### config.mk
export PLATFORM = sky130hd
export DESIGN_NAME = mem_ctrl
export DESIGN_NICKNAME = d
export VERILOG_FILES = /design/src/hdl/mem_wb_pkg.sv /design/src/hdl/mem_ctrl.sv
export SDC_FILE = /design/constraint.sdc
export NUM_CORES = 1
export LEC_CHECK = 0
export BUFFER_PORTS_ARGS = -buffer_cell sky130_fd_sc_hd__clkbuf_2
export CAP_MARGIN = 20
export CELL_PAD_IN_SITES_DETAIL_PLACEMENT = 1
export CELL_PAD_IN_SITES_GLOBAL_PLACEMENT = 1
export CORE_MARGIN = 4
export CORE_UTILIZATION = 31
export CTS_BUF_LIST = sky130_fd_sc_hd__clkbuf_4
export DETAILED_ROUTE_END_ITERATION = 10
export PLACE_DENSITY = 0.94
export SYNTH_ARGS = -nofsm -noshare
export SYNTH_HDL_FRONTEND = slang
export SYNTH_SLANG_ARGS = --single-unit
### constraint.sdc
create_clock -name clk -period 2.5 [get_ports clk]
set_clock_uncertainty 0.1 [all_clocks]
set_input_delay 0.5 -clock clk [delete_from_list [all_inputs] [get_ports clk]]
set_output_delay 0.5 -clock clk [all_outputs]
set_load 0.02 [all_outputs]
### src/hdl/mem_wb_pkg.sv
package mem_wb_pkg;

  // datapath widths
  localparam int data_w     = 32;
  localparam int reg_addr_w = 5;
  localparam int mem_op_w   = 3;

  // operation codes leaving the execute stage
  localparam logic [mem_op_w-1:0] op_none = 3'd0;
  localparam logic [mem_op_w-1:0] op_lb   = 3'd1;
  localparam logic [mem_op_w-1:0] op_lbu  = 3'd2;
  localparam logic [mem_op_w-1:0] op_lw   = 3'd3;
  localparam logic [mem_op_w-1:0] op_sb   = 3'd4;
  localparam logic [mem_op_w-1:0] op_sw   = 3'd5;

  // byte-lane select patterns
  localparam logic [3:0] sel_byte = 4'b0001;
  localparam logic [3:0] sel_word = 4'b1111;

  // one data word, seen whole or as four byte lanes
  // lanes[0] is bits 7:0, lanes[3] is bits 31:24
  typedef union packed {
    logic [data_w-1:0] word;
    logic [3:0][7:0]   lanes;
  } mem_word_t;

endpackage

### src/hdl/mem_ctrl.sv
`timescale 1ns/10ps

module mem_ctrl #(
  parameter int ram_words = 256
) (
  input  logic                                clk,
  input  logic                                rst_n,
  input  logic                                in_valid,
  input  logic [mem_wb_pkg::mem_op_w-1:0]     op,
  input  logic [mem_wb_pkg::data_w-1:0]       alu_result,
  input  logic [mem_wb_pkg::reg_addr_w-1:0]   rd_addr,
  input  logic                                rd_write,
  input  logic [mem_wb_pkg::data_w-1:0]       pc,
  output logic                                mem_read,
  output logic                                mem_write,
  output logic [3:0]                          mem_sel,
  output logic [$clog2(ram_words)-1:0]        ram_addr,
  output logic                                wb_mem_read,
  output logic                                wb_ext,
  output logic [3:0]                          wb_sel,
  output logic [mem_wb_pkg::data_w-1:0]       wb_result_in,
  output logic [mem_wb_pkg::reg_addr_w-1:0]   wb_rd_addr,
  output logic                                wb_rd_write,
  output logic [mem_wb_pkg::data_w-1:0]       wb_pc
);

  localparam int ram_addr_w = $clog2(ram_words);

  logic [mem_wb_pkg::mem_op_w-1:0] op_eff;
  logic                            mem_ext;
  logic                            is_store;
  logic                            word_aligned;

  // an idle slot behaves as a no-op
  assign op_eff       = in_valid ? op : mem_wb_pkg::op_none;
  assign word_aligned = (alu_result[1:0] == 2'b00);

  // word address into the data RAM
  assign ram_addr = alu_result[ram_addr_w+1:2];

  always_comb begin
    mem_read  = 1'b0;
    mem_write = 1'b0;
    mem_ext   = 1'b0;
    mem_sel   = 4'b0000;
    is_store  = 1'b0;
    case (op_eff)
      mem_wb_pkg::op_lb: begin
        mem_read = 1'b1;
        mem_ext  = 1'b1;
        mem_sel  = mem_wb_pkg::sel_byte;
      end
      mem_wb_pkg::op_lbu: begin
        mem_read = 1'b1;
        mem_sel  = mem_wb_pkg::sel_byte;
      end
      mem_wb_pkg::op_lw: begin
        mem_read = 1'b1;
        mem_sel  = mem_wb_pkg::sel_word;
      end
      mem_wb_pkg::op_sb: begin
        mem_write = 1'b1;
        mem_sel   = mem_wb_pkg::sel_byte;
        is_store  = 1'b1;
      end
      mem_wb_pkg::op_sw: begin
        // misaligned word store is dropped
        mem_write = word_aligned;
        mem_sel   = mem_wb_pkg::sel_word;
        is_store  = 1'b1;
      end
      default: ;
    endcase
  end

  // memory to write-back stage register
  always_ff @(posedge clk) begin
    if (!rst_n) begin
      wb_mem_read  <= 1'b0;
      wb_ext       <= 1'b0;
      wb_sel       <= 4'b0000;
      wb_result_in <= '0;
      wb_rd_addr   <= '0;
      wb_rd_write  <= 1'b0;
      wb_pc        <= '0;
    end else begin
      wb_mem_read  <= mem_read;
      wb_ext       <= mem_ext;
      wb_sel       <= mem_sel;
      wb_result_in <= alu_result;
      wb_rd_addr   <= rd_addr;
      // stores have no destination register
      wb_rd_write  <= in_valid & rd_write & ~is_store;
      wb_pc        <= pc;
    end
  end

  a_rd_wr_excl: assert property (@(posedge clk) disable iff (!rst_n)
    !(mem_read && mem_write));

endmodule

; ---- Word-level counts from Yosys, hierarchy flattened
; Index checks and enable logic that the tools add are counted.
[op_classes]
n_mux = 6
bitwise = 3
n_eq_ne = 5
reduce_logical = 5
[ops]
columns = operator, n
row1 = $pmux 4 s2, 1
row2 = $eq 3x2->1 const B, 2
row3 = $eq 3x3->1 const B, 2
row4 = $reduce_or 3->1, 2
row5 = $reduce_or 2->1, 2
row6 = $eq 3x1->1 const B, 1
row7 = $mux 1, 3
row8 = $mux 3, 1
row9 = $and 1x1->1, 2
row10 = $logic_not 2->1, 1
row11 = $pmux 1 s2, 1
row12 = $not 1->1, 1
[word_totals]
elab_cells = 26
ff_bits = 76
inputBits = 76
out_inout_bits = 90

; ---- Longest topological paths before layout
[logic_depth]
word_depth = 6
ltp_mapped = 3
depth_no_buf = 2

; ---- Least setup slack after synthesis
; OpenSTA, ideal clock, no wires.
[synth_timing]
kind = input to output
from = input port op[2] (netlist name)
to = output port mem_sel[2]
required_time_ps = 1900
setup_slack_ps = 760
cell_stages = 3
path_buffers = 1
arrival_time_ps = 1140
cell_sequence = xor2_1 > and3_1 > buf_4
[synth_via]
elab_chain_cells = 4
word_cells_on_any_way = 9
classes_between = 5 x eq/ne / 2 x mux / 2 x reduce/logical
[synth_rtl]
columns = element, line_no
row1 = "start, declared", mem_ctrl.sv:9  ; input logic [mem_wb_pkg::mem_op_w-1:0] op,
row2 = $mux 3 *, mem_ctrl.sv:35  ; assign op_eff = in_valid ? op : mem_wb_pkg::op_none;
row3 = "$eq 3x3->1, or another cell as far along", mem_ctrl.sv:47  ; case (op_eff)
row4 = $reduce_or 3->1 (no line) / $reduce_or 2->1 (equally long branches), --
row5 = $pmux 4 s2 *, mem_ctrl.sv:47
row6 = "end, declared", mem_ctrl.sv:16  ; output logic [3:0] mem_sel,
; Mark *: on every way between the ends. The rest lies on a longest branch, timed or not.

; ---- Final worst setup path
[layout_timing]
from = input port op[1] (netlist name)
to = output port mem_sel[0]
; The elaborated chain is that of the path after synthesis.

==> summary.txt <==
Logic synthesis
  • Syn Inst Count: 180
  • Mapped Area: 2141 um^2
  • Synth async-reset ratio: 0%
  • Largest area contributor in the netlist: dfxtp_1
  • Synth top area cells: dfxtp_1 69%, and2_1 20%, buf_4 4.2%
  • Syn Nets: 256
  • Ys flop type: dfxtp_1
  • Post-synth EDFFs: 0
  • Synthesized flop and latch total: 74
  • Syn_area_per_cell: 11.89 um^2
  • Synth unique cells: 18
  • Yosys warning count: 0
  • Share of the synthesized area in the top cell type: 69.20%
  • Post-synthesis sequential area ratio: 69.20%

Power
  • Worst VDD drop: 0.3286 mV
  • Pwr Density: 765.3 nW/um^2
  • Leakage: 1.660 nW

CTS
  • CTS Buf Count: 9
  • CTS Buffer Depth: 2
  • H-tree depth: 3
  • CTS clk-pin slew, worst paths: 0.12 ns
  • Post-CTS Hold Buffers: 0
  • Clk root buf: clkbuf_4
  • CTS tree: done
  • Setup Buffers After CTS: 0
  • Post_cts resized: 0
  • Clk sink count: 74

GRT
  • Largest net degree at the start of global routing: 40
  • GRT met2 Usage: 24.65%
  • Layer with the highest usage: met2
  • Grt met3 use: 7.125%
  • Vias in the first global route: 1934
  • First-pass GRT wire length: 9.094 mm
  • Grt ovf: 0
  • GR Util All Layers: 14.07%
  • M1 GR Usage: 13.73%
  • Initial antenna violation count: 0

Floorplanning
  • Rows: 30
  • Die Wd: 91.10 um
  • Initial Util: 31.69%
  • Core box area: 6756 um^2
  • Die area: 8299 um^2
  • Total I/O pin count: 166
  • Die H: 91.10 um

Critical path
  • Crit path from: op[1]
  • Worst EP arrival: 1.35 ns
  • Critical path class: input port to output port
  • Stages on worst setup path: 4
  • Crit path buffers/inverters: 2
  • Top delay family on crit path: simple AND/OR/NAND/NOR gates
  • End of the critical path: mem_sel[0]
  • Crit-path cells: clkbuf_2 -> or3_1 -> and3_1 -> clkbuf_2
  • Worst path slowest cell: or3_1
  • CP Launch Type: input port
  • CP dominant cell by count: clkbuf_2
  • CP Data Required Time: 1.90 ns
  • CP max stage delay: 0.39 ns
  • CP endpoint kind: output port
  • Max FO, Critical Path: 6

STA
  • Final min period: 1.946 ns
  • TNS Setup: 0 ns
  • Fmax: 514.0 MHz
  • WHS: 0.1991 ns
  • RSZ-0062 raised after global routing: false
  • Measured slew at the worst slew-check pin: 0.6106 ns
  • Final worst-path cycle share: 77.83%
  • Rel. slew slack: 59.29%
  • Fin. max-slew vios: 0
  • Setup Viol. Count Final: 0
  • Endpoints failing hold: 0

Final layout
  • Final #Nets: 414
  • Area Overhead vs Synth: 45.59%
  • # diodes: 0
  • Leading cell type in the layout, fill and taps excluded: clkbuf_2
  • Fillers: 791
  • Commonest non-fill, non-tap cells in the layout: 165 x clkbuf_2, 74 x dfxtp_1, 69 x and2_1
  • Share of layout cells above drive strength 1: 53.06%

Min path
  • Min-Delay Path Class: input port to register
  • Min-Delay Startpoint: alu_result[15]

Detailed routing
  • DRT Pass-1 Iters: 4
  • Final WL: 5.760 mm
  • Vias/cell: 4.220
  • Routed Antenna Nets: 0
  • Vias: 1785
  • Residual DRC: 0
  • Wire per inst: 13.62 um
  • Starting DRT DRC Count: 29

Placement
  • PortBufs: 165
  • Hpwl dp: 4.726 mm
  • Routability cong.: 0.6931

Status
  • Status: finished clean

Flow run
  • MaxCap Viol Count: 0
## worst min-delay path by stage
stage	cells after the start	slack (ns)	to
3_3_place_gp	2	0.60	wb_result_in[21]$_SDFF_PN0_
6_report	2	0.20	wb_result_in[15]$_SDFF_PN0_
3_5_place_dp	2	0.61	wb_result_in[15]$_SDFF_PN0_
2_1_floorplan	1	0.48	wb_ext$_SDFF_PN0_
4_1_cts	2	0.16	wb_pc[15]$_SDFF_PN0_
5_1_grt	2	0.14	wb_pc[15]$_SDFF_PN0_
## Yosys cell counts (2+ instances only)
| library cell | count |
|---|---|
| and2_1 | 69 |
| and3_1 | 2 |
| and4_1 | 2 |
| buf_2 | 3 |
| buf_4 | 12 |
| clkbuf_1 | 4 |
| dfxtp_1 | 74 |
| inv_1 | 2 |
| nand2_1 | 2 |
| nor2_1 | 2 |
## report_power, final
group	switching, mW	internal, mW
registers	0.0161	1.24
logic	0.175	0.122
clock network	0.410	0.421
## logic make-up after synthesis
logic type | synth area share [%]
AO/OA/AOI/OAI | 0.8179
XOR/XNOR | 0.4092
buffers and inverters | 5.961
flip-flops | 69.20
AND/OR/NAND/NOR | 23.61
## metrics by stage
step | cells | area [um^2] | power [mW] | setup slack (ns) | utilization [%]
after floorplan | 180 | 2141 | 1.448 | 0.7604 | -
after global placement | 407 | 2954 | 1.575 | 0.5711 | 43.72
after detailed placement | 407 | 2954 | 1.589 | 0.5491 | 43.72
after CTS | 423 | 3117 | 2.434 | 0.5517 | 46.13
after global routing | 423 | 3117 | 2.522 | 0.5158 | 46.13
final | 423 | 3117 | 2.385 | 0.5543 | 46.13
## cell type report
cell class,count,area (um^2),area share (%)
clock buffers,10,75.07,2.409
clock inverters,6,87.58,2.810
inverters,2,7.507,0.2409
multi-input cells,85,531.8,17.06
flip-flops and latches,74,1481,47.53
well taps,80,100.1,3.212
repair buffers,166,833.3,26.74
## state kept, by name, summed over array words and instances (netlist names)
name	count
wb_ext	1
wb_mem_read	1
wb_pc	32
wb_rd_addr	5
wb_rd_write	1
wb_result_in	32
wb_sel	2
## layer usage
| metal | vias to the layer above | wire length [um] |
|---|---|---|
| met1 | 805 | 2031 |
| met3 | 12 | 635 |
| met4 | 0 | 119 |
| met2 | 108 | 2973 |
| li1 | 860 | - |
| met5 | - | 0 |
No activity file was read; power rests on OpenSTA's default activity.
