===== src/hdl/mem_wb_pkg.sv =====
package mem_wb_pkg;

  // datapath widths
  localparam int data_w     = 32;
  localparam int reg_addr_w = 5;
  localparam int mem_op_w   = 3;

  // operation codes leaving the execute stage
  localparam logic [mem_op_w-1:0] op_none = 3'd0;
  localparam logic [mem_op_w-1:0] op_lb   = 3'd1;
  localparam logic [mem_op_w-1:0] op_lbu  = 3'd2;
  localparam logic [mem_op_w-1:0] op_lw   = 3'd3;
  localparam logic [mem_op_w-1:0] op_sb   = 3'd4;
  localparam logic [mem_op_w-1:0] op_sw   = 3'd5;

  // byte-lane select patterns
  localparam logic [3:0] sel_byte = 4'b0001;
  localparam logic [3:0] sel_word = 4'b1111;

  // one data word, seen whole or as four byte lanes
  // lanes[0] is bits 7:0, lanes[3] is bits 31:24
  typedef union packed {
    logic [data_w-1:0] word;
    logic [3:0][7:0]   lanes;
  } mem_word_t;

endpackage


===== src/hdl/load_align.sv =====
`timescale 1ns/10ps

module load_align (
  input  logic [mem_wb_pkg::data_w-1:0] ram_data,
  input  logic                          mem_read,
  input  logic                          mem_ext,
  input  logic [3:0]                    mem_sel,
  input  logic [mem_wb_pkg::data_w-1:0] result_in,
  input  logic [1:0]                    byte_offset,
  output logic [mem_wb_pkg::data_w-1:0] result_out
);

  localparam int pad_w = mem_wb_pkg::data_w - 8;

  mem_wb_pkg::mem_word_t ram_word;
  logic [7:0]            lane_byte;
  logic                  fill_bit;

  assign ram_word.word = ram_data;

  // lane chosen by the low address bits
  assign lane_byte = ram_word.lanes[byte_offset];
  assign fill_bit  = mem_ext & lane_byte[7];

  always_comb begin
    if (!mem_read) begin
      // alu result passes straight to the register file
      result_out = result_in;
    end else if (mem_sel == mem_wb_pkg::sel_byte) begin
      result_out = {{pad_w{fill_bit}}, lane_byte};
    end else if (mem_sel == mem_wb_pkg::sel_word && byte_offset == 2'b00) begin
      result_out = ram_word.word;
    end else begin
      // misaligned word load
      result_out = '0;
    end
  end

endmodule


===== config.mk =====
export PLATFORM = sky130hd
export DESIGN_NAME = load_align
export DESIGN_NICKNAME = d
export VERILOG_FILES = /design/src/hdl/mem_wb_pkg.sv /design/src/hdl/load_align.sv
export SDC_FILE = /design/constraint.sdc
export NUM_CORES = 1
export LEC_CHECK = 0
export BUFFER_PORTS_ARGS = -buffer_cell sky130_fd_sc_hd__buf_2
export CAP_MARGIN = 20
export CORE_MARGIN = 2
export CORE_UTILIZATION = 39
export DETAILED_ROUTE_END_ITERATION = 10
export PLACE_DENSITY = 0.92
export SLEW_MARGIN = 20
export SYNTH_ARGS = -nofsm -noshare
export SYNTH_HDL_FRONTEND = slang
export SYNTH_SLANG_ARGS = --single-unit

===== constraint.sdc =====
create_clock -name vclk -period 1.6
set_clock_uncertainty 0.05 [all_clocks]
set_input_delay 0.16 -clock vclk [all_inputs]
set_output_delay 0.16 -clock vclk [all_outputs]
set_load 0.1 [all_outputs]

==> results of run 1 <==
-- stage by stage --
stage	hold WS, ns	cells	worst slack [ns]
3_3_place_gp	0.727	266	-0.108
2_1_floorplan	0.667	132	-0.173
3_5_place_dp	0.736	266	-0.183
-- synth_stat cells --
library cell	instances	share of area (%)
sky130_fd_sc_hd__nor4b_4	1	2.2
sky130_fd_sc_hd__nand3_1	8	3.7
sky130_fd_sc_hd__nand2_1	32	11
sky130_fd_sc_hd__mux4_2	1	2.1
sky130_fd_sc_hd__clkbuf_1	9	3.1
sky130_fd_sc_hd__o221ai_1	12	9.8
sky130_fd_sc_hd__buf_6	4	4.2
sky130_fd_sc_hd__buf_4	1	0.70
sky130_fd_sc_hd__o221ai_2	20	28
sky130_fd_sc_hd__buf_12	2	3.7
sky130_fd_sc_hd__nand4_1	1	0.58
sky130_fd_sc_hd__or3_1	1	0.58
sky130_fd_sc_hd__nand4_4	1	2.0
sky130_fd_sc_hd__inv_1	32	11
sky130_fd_sc_hd__mux4_1	7	17
-- logic make-up after synthesis --
| logic type | count (synthesis) | share of synthesized area (%) |
|---|---|---|
| muxes | 8 | 19.2 |
| buffers and inverters | 48 | 22.9 |
| AOI/OAI and AO/OA | 32 | 37.7 |
| and+or+nand+nor | 44 | 20.2 |
==> results, run 1 <==
- The tool reported: "[ERROR DPL-0038] Utilization greater than 100%, impossible to legalize".
- For this run, the number of Yosys warnings is 0.
- The net count of the mapped netlist is 204.
- The run stopped with a tool error.
- The count of instances resized after the clock tree is built is 23.
- The I/O pin total is ~100.
- After legalization and detailed placement, the total HPWL measured 5300 um.
- Sequential cells were found to cover 0% of the synthesized design area.
- The die outline height is about 57 um.
- The die is around 57 um wide.
- The final weighted congestion in routability-driven placement is 0.868.
- The number of setup buffers added after CTS is 1.
- After synthesis, the mean cell area works out to a little over 8 um2.
- The mapped netlist covers 1080 um2.
- Summing all placed instances gives a cell area of roughly 2600 um2.
- The cell row count is 19.
- The number of buffer cells added on primary ports is 104.
- Counting distinct cell types in the post-synthesis netlist gives 15.
- Progress stopped at 4_1_cts.
- For this configuration, the core starts out at a cell density of approximately two fifths.
- Hold repair after CTS inserted 0 buffers.
- The gate count of the mapped netlist is between 100 and 150.
==> inputs of run 2 (changes only) <==
- CORE_AREA: unset -> 2 2 63 65
- CORE_MARGIN: 2 -> unset
- CORE_UTILIZATION: 39 -> unset
- DIE_AREA: unset -> 0 0 65 67
- PLACE_DENSITY: 0.92 -> unset
- PLACE_DENSITY_LB_ADDON: unset -> 0.15
==> results, run 2 <==
- Setup repair after global routing could not meet its margin everywhere.
- The per-cell routed wire length is between 15 and 20 um.
- Ranked by total cell area, the synthesized netlist is headed by sky130_fd_sc_hd__o221ai_2, sky130_fd_sc_hd__mux4_1, sky130_fd_sc_hd__inv_1, sky130_fd_sc_hd__nand2_1, sky130_fd_sc_hd__o221ai_1.
- At the pin with the least slew margin, the transition time is about 0.30 ns.
- The share of the synthesized netlist area taken by xor and xnor gates is 0% (unchanged).
- The critical path class is in -> out.
- The leading area contributor after synthesis is sky130_fd_sc_hd__o221ai_2.
- The starting density of the core is 29.8% (-10 points).
- In this run the remaining antenna-violating nets after routing total 0.
- Wires add up to around 4600 um.
- In this run the worst setup path terminates at result_out[25].
- The time the worst path needs with I/O delays and setup is 1.68 ns.
- The yosys synthesis warning count is 0 (unchanged).
- The layout clock buffer count is 0.
- The max-slew violation count is 0.
- The area fraction of the dominant cell type after synthesis was 27.9% (unchanged).
- The most common cell after layout, fill and taps aside is sky130_fd_sc_hd__buf_2.
- The post-synthesis average cell area was 8.15 um2 (unchanged).
- Of all nets on the critical path, the largest fanout is 5.
- The detailed router placed 1,468 vias in this run.
- Setup slack on the critical path of the routed design comes to -0.0824 ns.
- Of the cells placed in the final design, the portion with a size suffix greater than 1 is about two thirds.
- The critical path startpoint category is a primary input.
- The share of the yosys chip area belonging to registers was 0% (unchanged).
- The critical path capture point type is an output pin.
- Before antenna repair, the detailed router went through 4 iterations.
- The run finished, with violations left.
- The die outline area is ~4400 um2.
- The number of different library cells in the post-synthesis netlist is 15 (unchanged).
- The final number of setup-violating endpoints is 30.
- The worst vdd rail ir drop is roughly 0.26 mV.
- The area growth from synthesis to layout is 160%.
- Cells fill 77.5% of the core in the end.
- The number of antenna violations at the first check in global routing is 0.
- The tool flagged a number of max-cap violations equal to 0.
- The most critical setup path has its startpoint at byte_offset[0].
- The die outline height is 67 um (+19%).
- By count the netlist is led by sky130_fd_sc_hd__inv_1, sky130_fd_sc_hd__nand2_1, sky130_fd_sc_hd__o221ai_2.
- The post-synthesis instance area is 1080 um2 (unchanged).
- The path class of the tightest hold or removal check is in -> out.
- The final worst-path cycle share is 105%.
- At the worst endpoint, the required time is approximately 1.4 ns.
- Measured against its own limit, the worst slew margin works out to between 70% and 80%.
- The final weighted congestion in routability-driven placement is 0.691 (-20%).
- The detailed-placement wirelength estimate is 3830 um (-28%).
- The gate count of the mapped netlist was 132 (unchanged).
- By area, the combinational part of the netlist is dominated by compound AO/OA/AOI/OAI gates.
- The post-synthesis share of cell area spent on and, or, nand and nor gates is 20.2% (unchanged).
- The number of vias per cell is 5.04.
- The I/O pin total is 104 (unchanged).
- The total overflow left after global routing is 0.
- The sequential cell count of the final layout is 0.
- The checks that failed: negative setup slack.
- The number of hold violations in the final report is 0.
- The post-detailed-route DRC marker count is 0.
- The hold buffer count at CTS is 0 (unchanged).
- The largest net degree at the start of global routing is 35.
- The number of nets in the layout is around 320.
- The first-pass GRT wire length is between 7000 and 8000 um.
- The compound-cell area share of the yosys netlist is 37.7% (unchanged).
- The region available for standard cell placement spans between 3000 and 4000 um2.
- The post-synthesis adder-cell area fraction is 0% (unchanged).
- In the layout the commonest cells are sky130_fd_sc_hd__buf_2, sky130_fd_sc_hd__buf_12, sky130_fd_sc_hd__inv_1, sky130_fd_sc_hd__nand2_1, sky130_fd_sc_hd__o221ai_4.
- The die boundary width is 65 um (+15%).
- The net count of the mapped netlist is 204 (unchanged).
- After the first detailed-routing iteration, the DRC count stood at 64.
- The tightest hold path in the finished design has a slack of ~0.73 ns.
- The arrival time at the worst endpoint is 1.47 ns.
- Summing all flip-flop and latch instances after layout gives 0 um2.
- The static leakage is about 1.2 nW.
- The number of buffer cells added on primary ports is 104 (unchanged).
- The number of diodes is 0.
- In this run the power density over the cells is between 300 and 400 nW/um2.
- The overall routing resource usage is between 20% and 30%.
- The multiplexer share of the synthesized area is 19.2% (unchanged).
- The maximum clock frequency is around 600 MHz.
- The cell row count is 22 (+3).
- The number of global-route vias before repair was about 1,500.
- The minimum setup slack after placement is -0.123 ns (+0.0599 ns).
## run 2: cell counts after synthesis
No cell type changed its count.
## run 2: layer usage
metal,vias to the layer above,track usage (%),share of wire [%]
met5,-,0,0
met4,0,0,0
met3,0,3.21,6.6
met2,61,42.5,56
met1,680,24.8,37
li1,727,-,-
## run 2: logic make-up after synthesis
family,count (synthesis)
buffers and inverters,48
and+or+nand+nor,44
AOI/OAI and AO/OA,32
muxes,8
## run 2: worst min path at each step
stage / startpoint / end / slack (ns) / cells after the start
2_1_floorplan: result_in[0] / result_out[0] / 0.67 / 2
5_1_grt: result_in[20] / result_out[20] / 0.75 / 4
3_5_place_dp: result_in[28] / result_out[28] / 0.73 / 4
6_report: result_in[9] / result_out[9] / 0.73 / 4
4_1_cts: result_in[28] / result_out[28] / 0.73 / 4
3_3_place_gp: result_in[25] / result_out[25] / 0.73 / 4
## run 2: cell type report
cell class / instances / area [um2]
inverter: 32 / 120
timing repair buffer: 127 / 1340
tap: 48 / 60.1
fill: 233 / 812
multi-input combinational: 84 / 1270
## run 2: where the power goes
part / total [mW] / internal [mW] / switching [mW]
combinational: 1.03 / 0.417 / 0.612
sequential: 0 / 0 / 0
clock: 0 / 0 / 0
## run 2: critical path: stages
cell and delay [ns]:
sky130_fd_sc_hd__buf_8 0.08, sky130_fd_sc_hd__mux4_2 0.53, sky130_fd_sc_hd__nand4_4 0.14, sky130_fd_sc_hd__buf_4 0.15, sky130_fd_sc_hd__buf_12 0.12, sky130_fd_sc_hd__o221ai_4 0.11, sky130_fd_sc_hd__buf_12 0.19
## run 2: repair_timing
action | in CTS | in global routing
gates cloned | 1 | 1
buffers inserted | 2 | 2
setup endpoints to repair | 32 | 31
pin swaps | 2 | 0
resized for setup | 9 | 1
## run 2: metrics by stage
step | instance area, um2 | power [mW] | cells | setup TNS, ns
after floorplan | 1580 | 0.659 | 132 | -5.22
after global placement | 2680 | 1.01 | 286 | -2.34
after detailed placement | 2680 | 1.02 | 286 | -3.03
after CTS | 2780 | 1.03 | 289 | -1.32
after global routing | 2790 | 1.07 | 291 | -2.61
final | 2790 | 1.03 | 291 | -1.44
Power figures use the tool's default switching activity.
==> inputs of run 3 (changes only) <==
- clock period: 1.6 -> 1.5 ns (I/O delays scaled with it)
==> results, run 3 (synthesized netlist as in run 2, its figures left out) <==
- The static leakage is 1.23 nW (unchanged).
- The actual slew at the worst max-slew pin is 0.302 ns (unchanged).
- The worst min-delay path class is in -> out.
- The number of diodes is 0 (unchanged).
- The cell row count came to 22 (unchanged).
- The worst vdd rail ir drop is 0.279 mV (+6.7%).
- The area after detailed placement is 2680 um2 (unchanged).
- Leaving out fill and tap cells, the most frequent cell in the layout is sky130_fd_sc_hd__buf_2.
- The final number of setup-violating endpoints is 32 (+6.7%).
- The number of non-filler instances in the completed layout is 291 (unchanged).
- The starting density of the core is 29.8% (unchanged).
- The number of detailed-routing iterations run before antenna repair is 4 (unchanged).
- The number of routed nets with antenna violations was 0 (unchanged).
- The per-cell routed wire length came to 15.9 um (unchanged).
- The layout cell share with drive strength beyond 1 is 67.1% (unchanged).
- The max-slew violation count is 0 (unchanged).
- The flow ran to the end, but the final reports show violations.
- The final wirelength is 4640 um (unchanged).
- The via total after detailed routing is 1,468 (unchanged).
- The sequential cell count of the final layout is 0 (unchanged).
- The total congestion overflow after global routing is 0 (unchanged).
- The final reports fail on negative setup slack.
- The first-pass GRT wire length was 7260 um (unchanged).
- The arrival time at the worst endpoint is 1.46 ns (about the same).
- Dividing the final minimum period by the clock period gives 111%.
- The overall routing resource usage was 21.2% (unchanged).
- The power density over the cells came to 393 nW/um2 (+6.7%).
- The number of hold violations in the final report is 0 (unchanged).
- The utilization after layout is 77.5% (unchanged).
- The die outline height is 67 um (unchanged).
- The post-detailed-route DRC marker count is 0 (unchanged).
- Setup repair after global routing could not meet its margin everywhere.
- The number of maximum-capacitance violations came to 0 (unchanged).
- The post-synthesis to final-layout area growth is 160% (unchanged).
- The I/O pin total is 104 (unchanged).
- The number of buffer cells added on primary ports is 104 (unchanged).
- The area of combinational cells with multiple inputs is 1270 um2 (unchanged).
- The worst-path maximum fanout is 5 (unchanged).
- The number of placed instances, taps included was 286 (unchanged).
- The worst hold-check slack is 0.711 ns (-0.0200 ns).
- The critical path startpoint category is a primary input.
- The critical path class is in -> out.
- The maximum clock frequency is between 600 and 700 MHz.
- The layout clock buffer count is 0 (unchanged).
- The critical path capture point type is an output pin.
- The die outline area is 4360 um2 (unchanged).
- The largest net degree at the start of global routing is 35 (unchanged).
- The detailed-placement wirelength estimate is 3830 um (unchanged).
- The final critical-path setup slack was -0.162 ns (-0.0800 ns).
- The final weighted congestion in routability-driven placement came to 0.691 (unchanged).
- The number of antenna violations at the first check in global routing is 0 (unchanged).
- The sequential cell area was 0 um2 (unchanged).
- The iteration-0 DRC count of the detailed router is 64 (unchanged).
- The top cell types in the final layout, fill and taps aside, are sky130_fd_sc_hd__buf_2, sky130_fd_sc_hd__buf_12, sky130_fd_sc_hd__inv_1, sky130_fd_sc_hd__nand2_1, sky130_fd_sc_hd__o221ai_4.
- The number of filler cells placed in the layout came to 233 (unchanged).
- The time the worst path needs with I/O delays and setup is around 1.7 ns.
- The number of global-route vias before repair came to 1,508 (unchanged).
- The number of nets in the layout came to 317 (unchanged).
- The core area was 3610 um2 (unchanged).
- The die boundary width was 65 um (unchanged).
- The number of vias per cell is 5.04 (unchanged).
- The max-slew headroom at the worst pin came to 79.7% (unchanged).
- The endpoint required time on the critical path is 1.30 ns (-0.09 ns).
- The final design area excluding fillers is 2790 um2 (unchanged).
- The overall power of the completed layout came to 1.10 mW (+6.7%).
-- run 3: cell counts in the layout (fill, tap and decap cells not counted) --
Identical to the previous run, type by type.
-- run 3: worst max-delay path, cell delays in order --
cell and delay (ns):
sky130_fd_sc_hd__buf_8 0.08, sky130_fd_sc_hd__mux4_2 0.53, sky130_fd_sc_hd__nand4_4 0.14, sky130_fd_sc_hd__buf_4 0.15, sky130_fd_sc_hd__buf_12 0.12, sky130_fd_sc_hd__o221ai_4 0.11, sky130_fd_sc_hd__buf_12 0.19
-- run 3: path summary, 6_finish.rpt --
check             depth (start not counted)  slack [ns]      startpoint             end
hold / removal                            4        0.71    result_in[9]   result_out[9]
setup / recovery                          7       -0.16  byte_offset[0]  result_out[25]
-- run 3: routing by layer --
| metal | wire length [um] | share of wire [%] | GRT usage [%] | up-vias |
|---|---|---|---|---|
| met5 | 0 | 0 | 0 | - |
| met2 | 2610 | 56 | 42.5 | 61 |
| met3 | 305 | 6.6 | 3.21 | 0 |
| met4 | 0 | 0 | 0 | 0 |
| met1 | 1720 | 37 | 24.8 | 680 |
| li1 | - | - | - | 727 |
-- run 3: area by class of cell --
cell class | instances | area share (%)
well taps | 48 | 2.15
inverters | 32 | 4.30
multi-input cells | 84 | 45.5
repair buffers | 127 | 48.1
-- run 3: timing repair --
action / in CTS / in global routing
cloned: 1 / 1
pin swaps: 2 / 0
hold buffers: 0 / 0
endpoints found under the setup margin: 32 / 32
setup buffers: 2 / 2
gates resized for setup: 9 / 1
-- run 3: through the flow --
stage / setup slack, ns / setup TNS (ns)
2_1_floorplan: -0.253 / -7.78
3_3_place_gp: -0.166 / -4.90
3_5_place_dp: -0.203 / -5.59
4_1_cts: -0.164 / -3.84
5_1_grt: -0.204 / -5.17
6_report: -0.162 / -3.95
-- run 3: power by group --
group | switching, mW | total [mW] | internal, mW
combinational | 0.653 | 1.10 | 0.444
sequential | 0 | 0 | 0
clock | 0 | 0 | 0
total | 0.653 | 1.10 | 0.444
==> inputs of run 4 (changes only) <==
- ABC_AREA: unset -> 1
==> results, run 4 <==
- The run finished with clean final reports.
- The largest net degree at the start of global routing is 40 (+14%).
- The arrival time at the worst endpoint is 1.27 ns (-0.19 ns).
- The number of hold violations in the final report is 0 (unchanged).
- The gate count of the mapped netlist was 270 (+100%).
- The number of filler cells placed in the layout came to 271 (+16%).
- The area fraction of the dominant cell type after synthesis is 25.3% (-2.6 points).
- The worst vdd rail ir drop is 0.376 mV (+35%).
- The endpoint required time on the critical path is 1.30 ns (about the same).
- The post-synthesis to final-layout area growth is 118%.
- The longest individual stage delay on the worst path is 0.19 ns (-0.34 ns).
- The post-synthesis average cell area is 4.88 um2 (-40%).
- sky130_fd_sc_hd__nand2_1 is the most common cell in the netlist.
- Sorting the synthesized cells by area gives the leading types as sky130_fd_sc_hd__nand2_1, sky130_fd_sc_hd__nand3_1, sky130_fd_sc_hd__a21oi_4, sky130_fd_sc_hd__inv_1, sky130_fd_sc_hd__nor2_1.
- The time the worst path needs with I/O delays and setup is 1.47 ns (-0.188 ns).
- The die boundary width was 65 um (unchanged).
- The number of antenna violations at the first check in global routing is 0 (unchanged).
- The I/O pin total was 104 (unchanged).
- The core area is 3610 um2 (unchanged).
- The max-slew headroom at the worst pin is 82.8% (+3.0 points).
- The setup path with the least slack is of type in -> out.
- The number of diodes came to 0 (unchanged).
- The number of maximum-capacitance violations is 0 (unchanged).
- The layout clock buffer count is 0 (unchanged).
- The post-synthesis instance area was 1320 um2 (+23%).
- The number of buffer cells added on primary ports is 104 (unchanged).
- The final weighted congestion in routability-driven placement is 0.812 (+17%).
- The final number of setup-violating endpoints came to 0 (-100%).
- The critical path goes through buf_4 -> nand2_2 -> nor2_4 -> buf_6 -> clkbuf_16 -> nand3_1 -> nand2_1 -> inv_2 -> a21oi_4 -> buf_12.
- The most common cell after layout, fill and taps aside is sky130_fd_sc_hd__nand2_1.
- The number of non-filler instances in the completed layout was 424 (+46%).
- Leaving out fill and tap cells, the most frequent cells in the layout are sky130_fd_sc_hd__nand2_1, sky130_fd_sc_hd__buf_2, sky130_fd_sc_hd__nand3_1.
- The actual slew at the worst max-slew pin is 0.258 ns (-0.0444 ns).
- The final wirelength is 5350 um (+15%).
- The iteration-0 DRC count of the detailed router was 123 (+92%).
- The net count of the mapped netlist is 342 (+68%).
- The hold buffer count at CTS is 0 (unchanged).
- The slowest library cell on the worst path is sky130_fd_sc_hd__buf_12.
- The number of vias per cell came to 4.83 (-4.3%).
- The total negative slack for setup checks is 0 ns (+3.95 ns).
- The first-pass GRT wire length is 7780 um (+7.2%).
- STA classifies the critical path endpoint as an output pin.
- The starting density of the core was 36.6% (+6.7 points).
- The worst setup path is launched from a primary input.
- The post-detailed-route DRC marker count came to 0 (unchanged).
- The sequential cell area is 0 um2 (unchanged).
- The path class of the tightest hold or removal check is in -> out.
- The share of the yosys chip area belonging to registers is 0% (unchanged).
- The die outline area was 4360 um2 (unchanged).
- The number of nets in the layout came to 450 (+42%).
- The final worst-path cycle share is 98.3% (-13 points).
- Summed over all instances, the cell type with the most area after synthesis is sky130_fd_sc_hd__nand2_1.
- The number of global-route vias before repair is 1,805 (+20%).
- The overall routing resource usage is 21.9% (+0.72 points).
- The maximum clock frequency is 678 MHz (+13%).
- The number of different library cells in the post-synthesis netlist came to 16 (+1).
- The sequential cell count of the final layout is 0 (unchanged).
- The die outline height came to 67 um (unchanged).
- The power density over the cells is 448 nW/um2 (+14%).
- The worst-path maximum fanout was 8 (+3).
- The via total after detailed routing was 2,046 (+39%).
- The number of detailed-routing iterations run before antenna repair is 4 (unchanged).
- The number of placed instances, taps included is 416 (+45%).
- The number of routed nets with antenna violations came to 0 (unchanged).
- The detailed-placement wirelength estimate is 3880 um (+1.2%).
- The cell row count is 22 (unchanged).
- Ranked by instance count, the synthesized netlist is headed by sky130_fd_sc_hd__nand2_1, sky130_fd_sc_hd__inv_1, sky130_fd_sc_hd__nand3_1.
- The overall power of the completed layout was 1.29 mW (+17%).
- The layout cell share with drive strength beyond 1 is 47.3% (-20 points).
- The static leakage is 1.49 nW (+22%).
- The per-cell routed wire length is 12.6 um (-21%).
- Setup repair after global routing could not meet its margin everywhere.
- The total congestion overflow after global routing is 0 (unchanged).
- The yosys synthesis warning count is 0 (unchanged).
- The max-slew violation count is 0 (unchanged).
==> run 4: layout make-up <==
| class | instances | area, um2 | share of cell area (%) |
|---|---|---|---|
| multi-input combinational | 206 | 1280 | 44.5 |
| timing repair buffer | 125 | 1350 | 47.0 |
| inverter | 45 | 184 | 6.41 |
| tap | 48 | 60.1 | 2.09 |
==> run 4: kinds of logic after synthesis <==
logic type             count (synthesis)  synth area share [%]
buffers and inverters                 64                  20.7
AOI/OAI and AO/OA                     32                  23.5
and+or+nand+nor                      174                  55.8
==> run 4: through the flow <==
| step | util, % | cell area, um2 | hold WS, ns | setup WS, ns |
|---|---|---|---|---|
| after floorplan | - | 1570 | 0.557 | -0.202 |
| after global routing | 79.6 | 2870 | 0.659 | -0.0250 |
| after global placement | 73.4 | 2650 | 0.645 | -0.0184 |
| final | 79.6 | 2870 | 0.646 | 0.0257 |
| after CTS | 74.8 | 2700 | 0.648 | -0.0203 |
| after detailed placement | 73.4 | 2650 | 0.648 | -0.0332 |
==> run 4: worst paths after layout <==
path                    startpoint       endpoint  depth (start not counted)
worst max-delay path    mem_sel[0]  result_out[8]                         10
worst min-delay path  result_in[4]  result_out[4]                          4
==> run 4: worst max-delay path: cells and delay by family <==
kind | cells | cell delay [ns]
compound gates | 1 | 0.16
buf+inv | 5 | 0.61
simple gates | 4 | 0.34
==> run 4: timing repair <==
item                                    4_1_cts  5_1_grt
gates cloned                                  1        4
pin swaps                                     2       11
resized for setup                             3       23
endpoints found under the setup margin       24       32
buffers inserted                              1        2
==> run 4: report_power, final <==
group	internal, mW	total (mW)	switching (mW)	leakage, nW
logic	0.482	1.29	0.804	1.49
clock network	0	0	0	0
registers	0	0	0	0
total	0.482	1.29	0.804	1.49
==> run 4: metal layers <==
| layer | vias up | share of wire (%) | global-route usage, % |
|---|---|---|---|
| met5 | - | 0 | 0 |
| met4 | 0 | 1.7 | 3.99 |
| met3 | 8 | 8.8 | 4.56 |
| met2 | 95 | 52 | 41.9 |
| met1 | 905 | 37 | 25.0 |
| li1 | 1038 | - | - |
