### src/hdl/mem_wb_pkg.sv
package mem_wb_pkg;

  // datapath widths
  localparam int data_w     = 32;
  localparam int reg_addr_w = 5;
  localparam int mem_op_w   = 3;

  // operation codes leaving the execute stage
  localparam logic [mem_op_w-1:0] op_none = 3'd0;
  localparam logic [mem_op_w-1:0] op_lb   = 3'd1;
  localparam logic [mem_op_w-1:0] op_lbu  = 3'd2;
  localparam logic [mem_op_w-1:0] op_lw   = 3'd3;
  localparam logic [mem_op_w-1:0] op_sb   = 3'd4;
  localparam logic [mem_op_w-1:0] op_sw   = 3'd5;

  // byte-lane select patterns
  localparam logic [3:0] sel_byte = 4'b0001;
  localparam logic [3:0] sel_word = 4'b1111;

  // one data word, seen whole or as four byte lanes
  // lanes[0] is bits 7:0, lanes[3] is bits 31:24
  typedef union packed {
    logic [data_w-1:0] word;
    logic [3:0][7:0]   lanes;
  } mem_word_t;

endpackage

### src/hdl/store_align.sv
`timescale 1ns/10ps

module store_align (
  input  logic                          mem_write,
  input  logic [3:0]                    mem_sel,
  input  logic [1:0]                    byte_offset,
  input  logic [mem_wb_pkg::data_w-1:0] store_data,
  output logic [mem_wb_pkg::data_w-1:0] wr_data,
  output logic [3:0]                    wr_be
);

  mem_wb_pkg::mem_word_t lane_word;

  always_comb begin
    lane_word.word = store_data;
    wr_be          = 4'b0000;
    if (mem_sel == mem_wb_pkg::sel_byte) begin
      // same byte copied into every lane, enable picks one
      for (int i = 0; i < 4; i++) begin
        lane_word.lanes[i] = store_data[7:0];
      end
      if (mem_write) begin
        wr_be = 4'b0001 << byte_offset;
      end
    end else if (mem_sel == mem_wb_pkg::sel_word) begin
      if (mem_write && byte_offset == 2'b00) begin
        wr_be = 4'b1111;
      end
    end
  end

  assign wr_data = lane_word.word;

  // RAM only ever sees a single lane or a full word
  always_comb begin
    if (wr_be != 4'b0000) begin
      a_be_shape: assert ($onehot(wr_be) || wr_be == 4'b1111);
    end
  end

endmodule

### config.mk
export PLATFORM = sky130hd
export DESIGN_NAME = store_align
export DESIGN_NICKNAME = d
export VERILOG_FILES = /design/src/hdl/mem_wb_pkg.sv /design/src/hdl/store_align.sv
export SDC_FILE = /design/constraint.sdc
export NUM_CORES = 1
export LEC_CHECK = 0
export ABC_AREA = 1
export BUFFER_PORTS_ARGS = -buffer_cell sky130_fd_sc_hd__buf_2
export CORE_MARGIN = 4
export CORE_UTILIZATION = 35
export DETAILED_ROUTE_END_ITERATION = 16
export MAX_ROUTING_LAYER = met4
export PLACE_DENSITY_LB_ADDON = 0.3
export RECOVER_POWER = 100
export SLEW_MARGIN = 0
export SYNTH_ARGS = -nofsm -noshare
export SYNTH_HDL_FRONTEND = slang
export SYNTH_SLANG_ARGS = --single-unit
### constraint.sdc
create_clock -name vclk -period 2.3
set_clock_uncertainty 0.15 [all_clocks]
set_input_delay 0.69 -clock vclk [all_inputs]
set_output_delay 0.69 -clock vclk [all_outputs]
set_load 0.02 [all_outputs]
* After elaboration in Yosys (flattened, before gate mapping)
Index checks and enable logic that the tools add are counted.
** Storage, ports and cells
- Flip-flop bits (word level) :: 0
- Bits in latches :: 0
- RAM bits :: 0
- Memory bits (read-only) :: 0
- Input port bits :: 39
- Output and inout bits :: 36
- Logic and storage cells :: 10
- Memories kept :: 0
** Cells by class
- Add/subtract/negate cells :: 0
- Multiply operators :: 0
- Divide/modulo/power cells :: 0
- Order comparisons :: 0
- Equality and inequality tests :: 2
- Shifts and indexed selects :: 1
- Multiplexer cells :: 5
- Bitwise logic cells :: 0
- Reductions and logical operators :: 2
** Operators with widths (number)
- $mux W32 :: 1
- $mux W4 :: 4
- $eq A4 B1 Y1 const B :: 1
- $eq A4 B4 Y1 const B :: 1
- $shl A1 B2 Y4 const A :: 1
- $logic_not A2 Y1 :: 1
- $logic_and A1 B1 Y1 :: 1

* Longest topological paths before layout
Gate-level depths: netlist of run 1.
- Depth in word-level cells :: 5
- Depth in mapped cells :: 6
- Depth with buffers taken out :: 5

* Worst setup path before layout of run 1
Ideal clock, no wire load.
- Path kind :: input port to output port
- Start :: input port mem_sel[0]
- End :: output port wr_data[11] in the netlist's numbering
- Arrival time :: 1.276 ns
- Required time :: 1.460 ns
- Setup slack :: 0.184 ns
- Stages :: 6
- Path buffers :: 1
- Cell sequence :: inv_2 -> nor2_8 -> nand2_8 -> buf_12 -> nand2_2 -> nand2_1
** On the way
- Cells in the longest elaborated chain, start to end :: 2
** Ends and longest elaborated chain
- start: declaration :: line store_align.sv:5 : input logic [3:0] mem_sel,
- $eq A4 B1 Y1 :: line store_align.sv:17 : if (mem_sel == mem_wb_pkg::sel_byte) begin
- $mux W32 :: line store_align.sv:17
- end: declaration :: line store_align.sv:8 : output logic [mem_wb_pkg::data_w-1:0] wr_data,
Every way passes these cells.

* Worst setup path in the final report of run 1
- Start :: input port byte_offset[0]
- End :: output port wr_be[3]
** On the way
- Cells in the longest elaborated chain, start to end :: 5
- Elaborated cells on any way between the ends :: 7
- Those cells by class :: shift (1); mux (4); reduce/logical (2)
** Ends and longest elaborated chain
- start: declaration :: line store_align.sv:6 : input logic [1:0] byte_offset,
- $logic_not A2 Y1 :: line store_align.sv:26 : if (mem_write && byte_offset == 2'b00) begin
- $logic_and A1 B1 Y1 :: line store_align.sv:26
- $mux W4 :: line store_align.sv:26
- $mux W4 :: line store_align.sv:25 : end else if (mem_sel == mem_wb_pkg::sel_word) begin
- $mux W4 (*) :: line store_align.sv:17
- end: declaration :: line store_align.sv:9 : output logic [3:0] wr_be
Every way passes the cells marked *; elsewhere a longest branch is shown, timed or not.

==> results of run 1 <==
critical path, cell delays in order:
cell	delay [ns]
sky130_fd_sc_hd__buf_2	0.12
sky130_fd_sc_hd__inv_1	0.08
sky130_fd_sc_hd__nand2_1	0.10
sky130_fd_sc_hd__nor2_2	0.15
sky130_fd_sc_hd__nand2_2	0.11
sky130_fd_sc_hd__nand2_1	0.11
sky130_fd_sc_hd__clkbuf_2	0.18
stage by stage:
step	total power [mW]	utilization (%)
after global placement	0.1804	60.27
final	0.3036	97.10
after global routing	0.3159	97.10
after detailed placement	0.1829	60.27
after floorplan	0.1144	-
after CTS	0.2336	78.37
per-layer routing:
metal / routed length, um / global-route usage [%] / share of wire, % / vias up
li1: - / - / - / 446
met1: 1265 / 22.67 / 33 / 487
met2: 1968 / 38.24 / 52 / 85
met3: 363 / 2.682 / 9.6 / 20
met4: 190 / 3.315 / 5.0 / 0
met5: 0 / - / 0 / -
layout make-up:
| class | count | area share, % |
|---|---|---|
| multi-input combinational | 86 | 49.58 |
| inverter | 7 | 2.330 |
| tap | 15 | 1.398 |
| timing repair buffer | 80 | 46.69 |
placed cells by master, fill, tap and decap left out:
master	n
sky130_fd_sc_hd__buf_12	3
sky130_fd_sc_hd__buf_2	35
sky130_fd_sc_hd__buf_6	29
sky130_fd_sc_hd__buf_8	1
sky130_fd_sc_hd__clkbuf_1	8
sky130_fd_sc_hd__clkbuf_2	4
sky130_fd_sc_hd__inv_1	6
sky130_fd_sc_hd__inv_6	1
sky130_fd_sc_hd__nand2_1	18
sky130_fd_sc_hd__nand2_2	40
sky130_fd_sc_hd__nand2_4	6
sky130_fd_sc_hd__nand2_8	4
sky130_fd_sc_hd__nand3_2	4
sky130_fd_sc_hd__nand3_4	4
sky130_fd_sc_hd__nor2_1	4
sky130_fd_sc_hd__nor2_2	2
sky130_fd_sc_hd__nor2_4	2
sky130_fd_sc_hd__nor2_8	2
final timing paths:
kind / from / to / slack [ns]
setup / recovery: byte_offset[0] / wr_be[3] / -0.07
hold / removal: store_data[4] / wr_data[4] / 1.51
power by group:
part	internal [mW]	total, mW	switching, mW	leakage, nW
clock	0	0	0	0
sequential	0	0	0	0
combinational	0.133	0.304	0.170	0.718
repair_timing:
item	4_1_cts	5_1_grt
pin swaps	8	18
setup endpoints to repair	24	28
gates cloned	5	0
resized for setup	39	78
hold buffers	0	0
setup buffers	5	0
logic make-up after synthesis:
family,synth area share [%]
buffers and inverters,23.43
and+or+nand+nor,76.57
==> metrics.md, run 1 <==
| Metric | Value |
|---|---|
| Outcome | `finished, violations left` |
| Failing checks | `setup timing` |
| Ratio of routed vias to standard cells | `around 5.5` |
| Post-synthesis cell type with the largest combined area | `sky130_fd_sc_hd__nand2_1` |
| Highest net fanout along the worst path | `4` |
| Final period utilization | `103.1%` |
| Final antenna-violating net count | `0` |
| DRT Pass-1 Iters | `5` |
| Residual DRC count | `0` |
| Number of antenna cells inserted | `0` |
| Critical Path End Type | `primary output` |
| Starting density of the core | `39.00%` |
| Setup repair after global routing missed its margin | `true` |
| Instance area after placement | `between 800 and 900 um2` |
| Setup TNS Final | `-0.7657 ns` |
| Most instantiated library cell after synthesis | `sky130_fd_sc_hd__nand2_1` |
| Library cells used by synthesis | `10` |
| Total Nets Final | `between 200 and 250` |
| Worst vdd ir | `174.5 uV` |
| Non-filler instance count after layout | `~190` |
| Type of the most critical hold path | `input port to primary output` |
| Worst path arrival time | `roughly 1.5 ns` |
| Time the final worst path needs with I/O delays and setup | `2.372 ns` |
| I/O pins | `75` |
| Clock buffers | `0` |
| Post-synthesis net count | `roughly 140` |
| Type of the worst setup path | `input port to primary output` |
| Vias in the first global route | `approximately 770` |
| Share of the yosys chip area belonging to registers | `0%` |
| Leakage power | `roughly 0.72 nW` |
| Required time worst endpoint | `1.46 ns` |
| Count of synthesis-stage warnings from yosys | `0` |
| Die Span Y | `47.25 um` |
| Number of instances in the placed design | `between 150 and 200` |
| Area share of the largest cell type after synthesis | `30.63%` |
| Max-cap viol count | `0` |
| Antenna violations before repair | `0` |
| Area of all sequential standard cells | `0 um2` |
| Total Routed Length | `about 3800 um` |
| Hold violation count in the final report | `0` |
| Final estimated routing congestion in global placement | `0.7724` |
| Count of fill cells added during filler insertion | `26` |
| I/O Buffers | `between 70 and 80` |
| Final HPWL DP | `1590 um` |
| Max-slew violation count | `0` |
| Sequential cell count | `0` |
| Total die area | `roughly 2200 um2` |
| Placement Setup Slack | `-0.06869 ns` |
| Largest cells by area after synthesis | `sky130_fd_sc_hd__nand2_1 31%, sky130_fd_sc_hd__nand2_2 23%, sky130_fd_sc_hd__buf_4 11%` |
| Setup-violating endpoint count in the final report | `28` |
| Pin count of the biggest net entering global routing | `7` |
| Slew headroom | `about four fifths` |
| Transition time at the pin with the least slew margin | `0.3306 ns` |
| Post-Synthesis Cell Area | `~540 um2` |
| Overflow after GRT | `0` |
| Total number of vias | `between 1k and 1.5k` |
| Number of rows in the core area | `13` |
| Worst setup slack after layout | `-0.07161 ns` |
| Commonest cells post-synth | `44 x sky130_fd_sc_hd__nand2_1, 20 x sky130_fd_sc_hd__nand2_2, 8 x sky130_fd_sc_hd__buf_4, 8 x sky130_fd_sc_hd__nand3_1` |
| Fraction of layout instances using a drive strength above 1 | `about four fifths` |
| Core region area | `around 1400 um2` |
| Area growth from synthesis to layout | `149.0%` |
| Average wire per standard cell | `20.14 um` |
| Areal power density over the cells | `roughly 230 nW/um2` |
| Number of violations reported at the end of detailed-routing iteration 0 | `29` |
| Syn Area/Cell | `5.503 um2` |
| Post-route standard cell area excluding fillers | `between 1000 and 1500 um2` |
| Worst hold margin | `1.505 ns` |
| Total global routing track utilization | `roughly a fifth` |
| Wire length of the first global-routing pass | `about 3300 um` |
| Max Fclk | `421.7 MHz` |
| Combined area of the multi-input logic cells | `between 600 and 700 um2` |
| Launching element type of the critical path | `input port` |
| Die Span X | `roughly 47 um` |
| WHS Path Cells | `2` |
| Gate Count Post-Synth | `98` |
No activity file was read; power rests on OpenSTA's default activity.
==> run 2, diff against run 1 <==
--- a/config.mk
+++ b/config.mk
@@ -5,10 +5,9 @@
 export SDC_FILE = /design/constraint.sdc
 export NUM_CORES = 1
 export LEC_CHECK = 0
-export ABC_AREA = 1
 export BUFFER_PORTS_ARGS = -buffer_cell sky130_fd_sc_hd__buf_2
 export CORE_MARGIN = 4
-export CORE_UTILIZATION = 35
+export CORE_UTILIZATION = 34
 export DETAILED_ROUTE_END_ITERATION = 16
 export MAX_ROUTING_LAYER = met4
 export PLACE_DENSITY_LB_ADDON = 0.3
==> metrics.md, run 2 <==
| Metric | Value |
|---|---|
| Overflow after GRT | `0 (unchanged)` |
| Final antenna-violating net count | `0 (unchanged)` |
| Placement Setup Slack | `-0.5395 ns (was -0.06869 ns)` |
| Number of violations reported at the end of detailed-routing iteration 0 | `1 (was 29)` |
| Count of synthesis-stage warnings from yosys | `0 (unchanged)` |
| Areal power density over the cells | `204.4 nW/um2 (was 226.1 nW/um2)` |
| Post-synthesis cell type with the largest combined area | `sky130_fd_sc_hd__mux2_4 (was sky130_fd_sc_hd__nand2_1)` |
| Final estimated routing congestion in global placement | `0.5897 (was 0.7724)` |
| DRT Pass-1 Iters | `2 (was 5)` |
| Delay of the slowest cell on the worst path | `0.54 ns (was 0.18 ns)` |
| Hold violation count in the final report | `0 (unchanged)` |
| Vias in the first global route | `473 (was 766)` |
| Max-cap viol count | `0 (unchanged)` |
| Clock buffers | `0 (unchanged)` |
| Critical path's slowest cell | `sky130_fd_sc_hd__or4b_4 (was sky130_fd_sc_hd__clkbuf_2)` |
| Setup repair after global routing missed its margin | `true (unchanged)` |
| Area share of the largest cell type after synthesis | `47.88% (was 30.63%)` |
| Most common library cell in the layout ignoring fill and taps | `sky130_fd_sc_hd__buf_2 (was sky130_fd_sc_hd__nand2_2)` |
| Number of antenna cells inserted | `0 (unchanged)` |
| Total Nets Final | `154 (was 214)` |
| Sequential cell count | `0 (unchanged)` |
| Area growth from synthesis to layout | `85.29% (was 149.0%)` |
| Max Fclk | `354.5 MHz (was 421.7 MHz)` |
| Required time worst endpoint | `1.46 ns (about the same)` |
| Failing checks | `setup timing (unchanged)` |
| Die Span X | `46.42 um (was 47.25 um)` |
| Worst path arrival time | `1.98 ns (was 1.53 ns)` |
| Total die area | `2154 um2 (was 2233 um2)` |
| Hold-fix buffer count after cts | `0 (unchanged)` |
| Type of the most critical hold path | `input port to primary output (unchanged)` |
| Most frequent cells in the layout | `54 x sky130_fd_sc_hd__buf_2, 16 x sky130_fd_sc_hd__mux2_4, 12 x sky130_fd_sc_hd__buf_6 (was 40 x sky130_fd_sc_hd__nand2_2, 35 x sky130_fd_sc_hd__buf_2, 29 x sky130_fd_sc_hd__buf_6)` |
| Max-slew violation count | `0 (unchanged)` |
| Type of the worst setup path | `input port to primary output (unchanged)` |
| Syn Area/Cell | `11.15 um2 (was 5.503 um2)` |
| Highest net fanout along the worst path | `28 (was 4)` |
| Critical Path End Type | `primary output (unchanged)` |
| Combined area of the multi-input logic cells | `425.4 um2 (was 665.6 um2)` |
| Transition time at the pin with the least slew margin | `0.2718 ns (was 0.3306 ns)` |
| Share of the yosys chip area belonging to registers | `0% (unchanged)` |
| Most instantiated library cell after synthesis | `sky130_fd_sc_hd__mux2_4 (was sky130_fd_sc_hd__nand2_1)` |
| Count of fill cells added during filler insertion | `122 (was 26)` |
| Number of rows in the core area | `13 (unchanged)` |
| Critical path, cell by cell | `buf_6 -> or4b_4 -> buf_12 -> mux2_4 -> buf_2 (was buf_2 -> inv_1 -> nand2_1 -> nor2_2 -> nand2_2 -> nand2_1 -> clkbuf_2)` |
| Starting density of the core | `37.16% (was 39.00%)` |
| Area of all sequential standard cells | `0 um2 (unchanged)` |
| Core region area | `1350 um2 (was 1383 um2)` |
| Wire length of the first global-routing pass | `1952 um (was 3277 um)` |
| Final period utilization | `122.6% (was 103.1%)` |
| Largest cells by area after synthesis | `sky130_fd_sc_hd__mux2_4 48%, sky130_fd_sc_hd__mux2_2 18%, sky130_fd_sc_hd__buf_4 12% (was sky130_fd_sc_hd__nand2_1 31%, sky130_fd_sc_hd__nand2_2 23%, sky130_fd_sc_hd__buf_4 11%)` |
| Share of the core filled with cells | `68.86% (was 97.10%)` |
| Slew headroom | `81.96% (was 78.06%)` |
| Residual DRC count | `0 (unchanged)` |
| Worst setup slack after layout | `-0.5208 ns (was -0.07161 ns)` |
| Outcome | `finished, violations left (unchanged)` |
| Die Span Y | `46.42 um (was 47.25 um)` |
| Total Power Consumption | `190.0 uW (was 303.6 uW)` |
| Launching element type of the critical path | `input port (unchanged)` |
| Total global routing track utilization | `11.97% (was 20.38%)` |
| Ratio of routed vias to standard cells | `4.703 (was 5.521)` |
| Average wire per standard cell | `12.20 um (was 20.14 um)` |
| Fraction of layout instances using a drive strength above 1 | `89.38% (was 79.19%)` |
| Post-Synthesis Cell Area | `501.7 um2 (was 539.3 um2)` |
| Leakage power | `0.5261 nW (was 0.7175 nW)` |
| Time the final worst path needs with I/O delays and setup | `2.821 ns (was 2.372 ns)` |
| Setup-violating endpoint count in the final report | `28 (unchanged)` |
| I/O pins | `75 (unchanged)` |
| Total Routed Length | `1562 um (was 3787 um)` |
| Antenna violations before repair | `0 (unchanged)` |
| Commonest cells post-synth | `16 x sky130_fd_sc_hd__mux2_4, 8 x sky130_fd_sc_hd__buf_4, 8 x sky130_fd_sc_hd__mux2_2, 3 x sky130_fd_sc_hd__o22ai_1 (was 44 x sky130_fd_sc_hd__nand2_1, 20 x sky130_fd_sc_hd__nand2_2, 8 x sky130_fd_sc_hd__buf_4, 8 x sky130_fd_sc_hd__nand3_1)` |
| Post-synthesis net count | `84 (was 137)` |
| I/O Buffers | `75 (unchanged)` |
| Pin count of the biggest net entering global routing | `29 (was 7)` |
| Worst vdd ir | `98.64 uV (was 174.5 uV)` |
| Library cells used by synthesis | `12 (was 10)` |
| Total number of vias | `602 (was 1038)` |
| Gate Count Post-Synth | `45 (was 98)` |
-- run 2: cell count changes after synthesis, moves of 7 or more --
cell	before	now
sky130_fd_sc_hd__nand3_1	8	1
sky130_fd_sc_hd__nand2_1	44	0
sky130_fd_sc_hd__mux2_2	0	8
sky130_fd_sc_hd__mux2_4	0	16
sky130_fd_sc_hd__nand2_2	20	0
-- run 2: per-layer routing --
metal	GRT usage [%]	up-vias	part of all wire (%)
met5	-	-	0
met4	0	0	0
met3	0.3906	0	13
met2	26.65	35	58
met1	11.36	263	29
li1	-	304	-
-- run 2: cell type report --
cell class                 instances  share of cell area [%]
timing repair buffer              79                   52.22
tap                               15                   2.019
multi-input combinational         34                   45.76
-- run 2: worst max-delay path: cells and delay by family --
family	cells	cell delay, ns
simple gates	1	0.54
buf+inv	3	0.45
mux	1	0.30
-- run 2: worst paths after layout --
kind / start / end / slack [ns] / cells past startpoint
worst max-delay path: mem_sel[1] / wr_data[23] / -0.52 / 5
worst min-delay path: store_data[2] / wr_data[2] / 1.51 / 2
-- run 2: what timing repair did --
action                                 4_1_cts  5_1_grt
endpoints found under the hold margin        0        0
gates cloned                                 0        0
setup endpoints to repair                   28       28
setup buffers                                0        0
resized for setup                           12       12
-- run 2: power breakdown --
group	switching, mW	internal [mW]
Clock	0	0
Combinational	0.0910	0.0990
Sequential	0	0
Total	0.0910	0.0990
-- run 2: cells by family after synthesis --
group | count (synthesis) | share of synthesized area [%]
AOI/OAI and AO/OA | 4 | 4.738
muxes | 24 | 65.84
buffers and inverters | 11 | 20.45
and+or+nand+nor | 6 | 8.977
-- run 2: metrics by stage --
stage	setup TNS, ns	hold slack, ns	cells	area, um2
6_report	-13.42	1.508	128	929.6
5_1_grt	-14.21	1.518	128	929.6
4_1_cts	-13.62	1.494	128	902.1
3_5_place_dp	-14.12	1.494	128	862.1
3_3_place_gp	-13.83	1.492	128	862.1
2_1_floorplan	-8.938	1.343	45	531.8
==> run 3, diff against run 2 <==
==> constraint.sdc (replaced) <==
create_clock -name vclk -period 3.35
set_clock_uncertainty 0.15 [all_clocks]
set_input_delay 1.005 -clock vclk [all_inputs]
set_output_delay 1.005 -clock vclk [all_outputs]
set_load 0.02 [all_outputs]
==> metrics.md, run 3 (synthesis gave the netlist of run 2 again) <==
| Metric | Value |
|---|---|
| Outcome | `finished, violations left (unchanged)` |
| Failing checks | `setup timing (unchanged)` |
| Max-cap viol count | `0 (unchanged)` |
| Worst setup startpoint | `mem_sel[1] (unchanged)` |
| Share of the core filled with cells | `60.70% (was 68.86%)` |
| Time the final worst path needs with I/O delays and setup | `~3.5 ns` |
| Met2 Routed Length | `892 um (was 913 um)` |
| Clock power frac | `0% (about the same)` |
| DR top layer | `met3 (unchanged)` |
| Total Nets Final | `152 (was 154)` |
| Most common library cell in the layout ignoring fill and taps | `sky130_fd_sc_hd__buf_2 (unchanged)` |
| Setup TNS Final | `-2.318 ns (was -13.42 ns)` |
| Transition time at the pin with the least slew margin | `0.2631 ns (was 0.2718 ns)` |
| Total Power Consumption | `117.5 uW (was 190.0 uW)` |
| Worst path arrival time | `2.30 ns (was 1.98 ns)` |
| Critical path's slowest cell | `sky130_fd_sc_hd__or4b_4 (unchanged)` |
| Pin count of the biggest net entering global routing | `16 (was 29)` |
| Delay of the slowest cell on the worst path | `0.55 ns (was 0.54 ns)` |
| Logic gate share of total power | `100.0% (about the same)` |
| Worst hold margin | `2.141 ns (was 1.508 ns)` |
| Number of instances in the placed design | `126 (was 128)` |
| Number of violations reported at the end of detailed-routing iteration 0 | `2 (was 1)` |
| Ratio of routed vias to standard cells | `4.881 (was 4.703)` |
| Vias in the first global route | `500 (was 473)` |
| Die Span X | `46.42 um (unchanged)` |
| Sequential cell count | `0 (unchanged)` |
| Die Span Y | `46.42 um (unchanged)` |
| Type of the most critical hold path | `input port to primary output (unchanged)` |
| Final HPWL DP | `roughly 1400 um` |
| Non-filler instance count after layout | `126 (was 128)` |
| Area of all sequential standard cells | `0 um2 (unchanged)` |
| Hold violation count in the final report | `0 (unchanged)` |
| Wire length of the first global-routing pass | `1966 um (was 1952 um)` |
| Antenna violations before repair | `0 (unchanged)` |
| Core region area | `1350 um2 (unchanged)` |
| Type of the worst setup path | `input port to primary output (unchanged)` |
| Slew headroom | `82.53% (was 81.96%)` |
| Internal Dissipation | `57.20 uW (was 99.03 uW)` |
| Count of buffers added by post-CTS timing repair for setup | `0 (unchanged)` |
| Average wire per standard cell | `12.37 um (was 12.20 um)` |
| Max-slew violation count | `0 (unchanged)` |
| DRT Pass-1 Iters | `4 (was 2)` |
| Critical path, cell by cell | `buf_2 -> or4b_4 -> buf_8 -> mux2_4 -> buf_2 (was buf_6 -> or4b_4 -> buf_12 -> mux2_4 -> buf_2)` |
| Launching element type of the critical path | `input port (unchanged)` |
| Total global routing track utilization | `12.06% (was 11.97%)` |
| Most frequent cells in the layout | `66 x sky130_fd_sc_hd__buf_2, 16 x sky130_fd_sc_hd__mux2_4, 8 x sky130_fd_sc_hd__mux2_2, 8 x sky130_fd_sc_hd__clkbuf_1, 3 x sky130_fd_sc_hd__o22ai_1 (was 54 x sky130_fd_sc_hd__buf_2, 16 x sky130_fd_sc_hd__mux2_4, 12 x sky130_fd_sc_hd__buf_6)` |
| CP Capture Point | `wr_data[29] (was wr_data[23])` |
| Sw frac | `51.32% (was 47.89%)` |
| Count of buffer and inverter cells on the critical path | `3 (unchanged)` |
| Hold-fix buffer count after cts | `0 (unchanged)` |
| Leakage power | `0.4919 nW (was 0.5261 nW)` |
| Worst vdd ir | `67.65 uV (was 98.64 uV)` |
| Setup-violating endpoint count in the final report | `24 (was 28)` |
| I/O pins | `75 (unchanged)` |
| Routed length on met3 | `202 um (was 196 um)` |
| Sequential power share | `0% (about the same)` |
| Overflow after GRT | `0 (unchanged)` |
| Residual DRC count | `0 (unchanged)` |
| Number of antenna cells inserted | `0 (unchanged)` |
| # resized after CTS | `4 (was 12)` |
| Fraction of layout instances using a drive strength above 1 | `86.49% (was 89.38%)` |
| Starting density of the core | `37.16% (unchanged)` |
| Wire length on met1 | `464 um (was 452 um)` |
| Switching power of the nets | `60.30 uW (was 91.01 uW)` |
| Final period utilization | `103.2%` |
| Setup repair after global routing missed its margin | `true (unchanged)` |
| Highest net fanout along the worst path | `15 (was 28)` |
| Worst setup slack after layout | `-0.1089 ns (was -0.5208 ns)` |
| Critical path depth | `5 (unchanged)` |
| Most prevalent standard cell on the critical path | `sky130_fd_sc_hd__buf_2` |
| Total Routed Length | `1559 um (was 1562 um)` |
| Total number of vias | `615 (was 602)` |
| Max Fclk | `289.1 MHz` |
| Critical Path End Type | `primary output (unchanged)` |
| Count of fill cells added during filler insertion | `134 (was 122)` |
| Number of rows in the core area | `13 (unchanged)` |
| Crit path max-delay family | `simple AND/OR/NAND/NOR gates (unchanged)` |
| Required time worst endpoint | `2.19 ns (was 1.46 ns)` |
| Total die area | `2154 um2 (unchanged)` |
| Final estimated routing congestion in global placement | `0.6488 (was 0.5897)` |
| I/O Buffers | `75 (unchanged)` |
| Areal power density over the cells | `143.4 nW/um2 (was 204.4 nW/um2)` |
| Clock buffers | `0 (unchanged)` |
| Area growth from synthesis to layout | `63.34% (was 85.29%)` |
| Final antenna-violating net count | `0 (unchanged)` |
| Combined area of the multi-input logic cells | `406.6 um2 (was 425.4 um2)` |
[run 3: cell count changes in the layout (fill, tap and decap cells not counted)]
cell,delta
sky130_fd_sc_hd__o22ai_2,-3
sky130_fd_sc_hd__o22ai_1,+3
sky130_fd_sc_hd__buf_8,+1
sky130_fd_sc_hd__buf_6,-11
sky130_fd_sc_hd__buf_2,+12
sky130_fd_sc_hd__buf_4,-3
sky130_fd_sc_hd__buf_12,-1
[run 3: power by group through the flow]
stage	logic [mW]	registers [mW]	clock network [mW]
after floorplan	0.0772	0	0
after global placement	0.116	0	0
after detailed placement	0.118	0	0
after CTS	0.120	0	0
after global routing	0.125	0	0
final	0.117	0	0
[run 3: final cells by class]
class                           count  share of cell area, %
Multi-Input combinational cell     34                  49.62
Timing Repair Buffer               77                  48.09
Tap cell                           15                  2.290
[run 3: worst min path at each step]
stage	slack [ns]	from	depth (start not counted)	end
global route	2.15	store_data[4]	2	wr_data[4]
CTS	2.13	store_data[6]	2	wr_data[6]
finish	2.14	store_data[0]	2	wr_data[0]
detailed placement	2.13	store_data[2]	2	wr_data[2]
floorplan	1.97	store_data[0]	1	wr_data[0]
global placement	2.12	store_data[4]	2	wr_data[4]
[run 3: stage by stage]
stage	setup slack (ns)	instance area [um2]
floorplan	0.01014	505.5
global placement	-0.1394	812.0
detailed placement	-0.1603	812.0
CTS	-0.1079	827.0
global route	-0.1387	819.5
finish	-0.1089	819.5
[run 3: per-layer routing]
metal | GRT usage [%] | vias to the layer above
met1 | 12.73 | 278
met3 | 0 | 0
met5 | - | -
li1 | - | 296
met2 | 25.55 | 41
met4 | 0 | 0
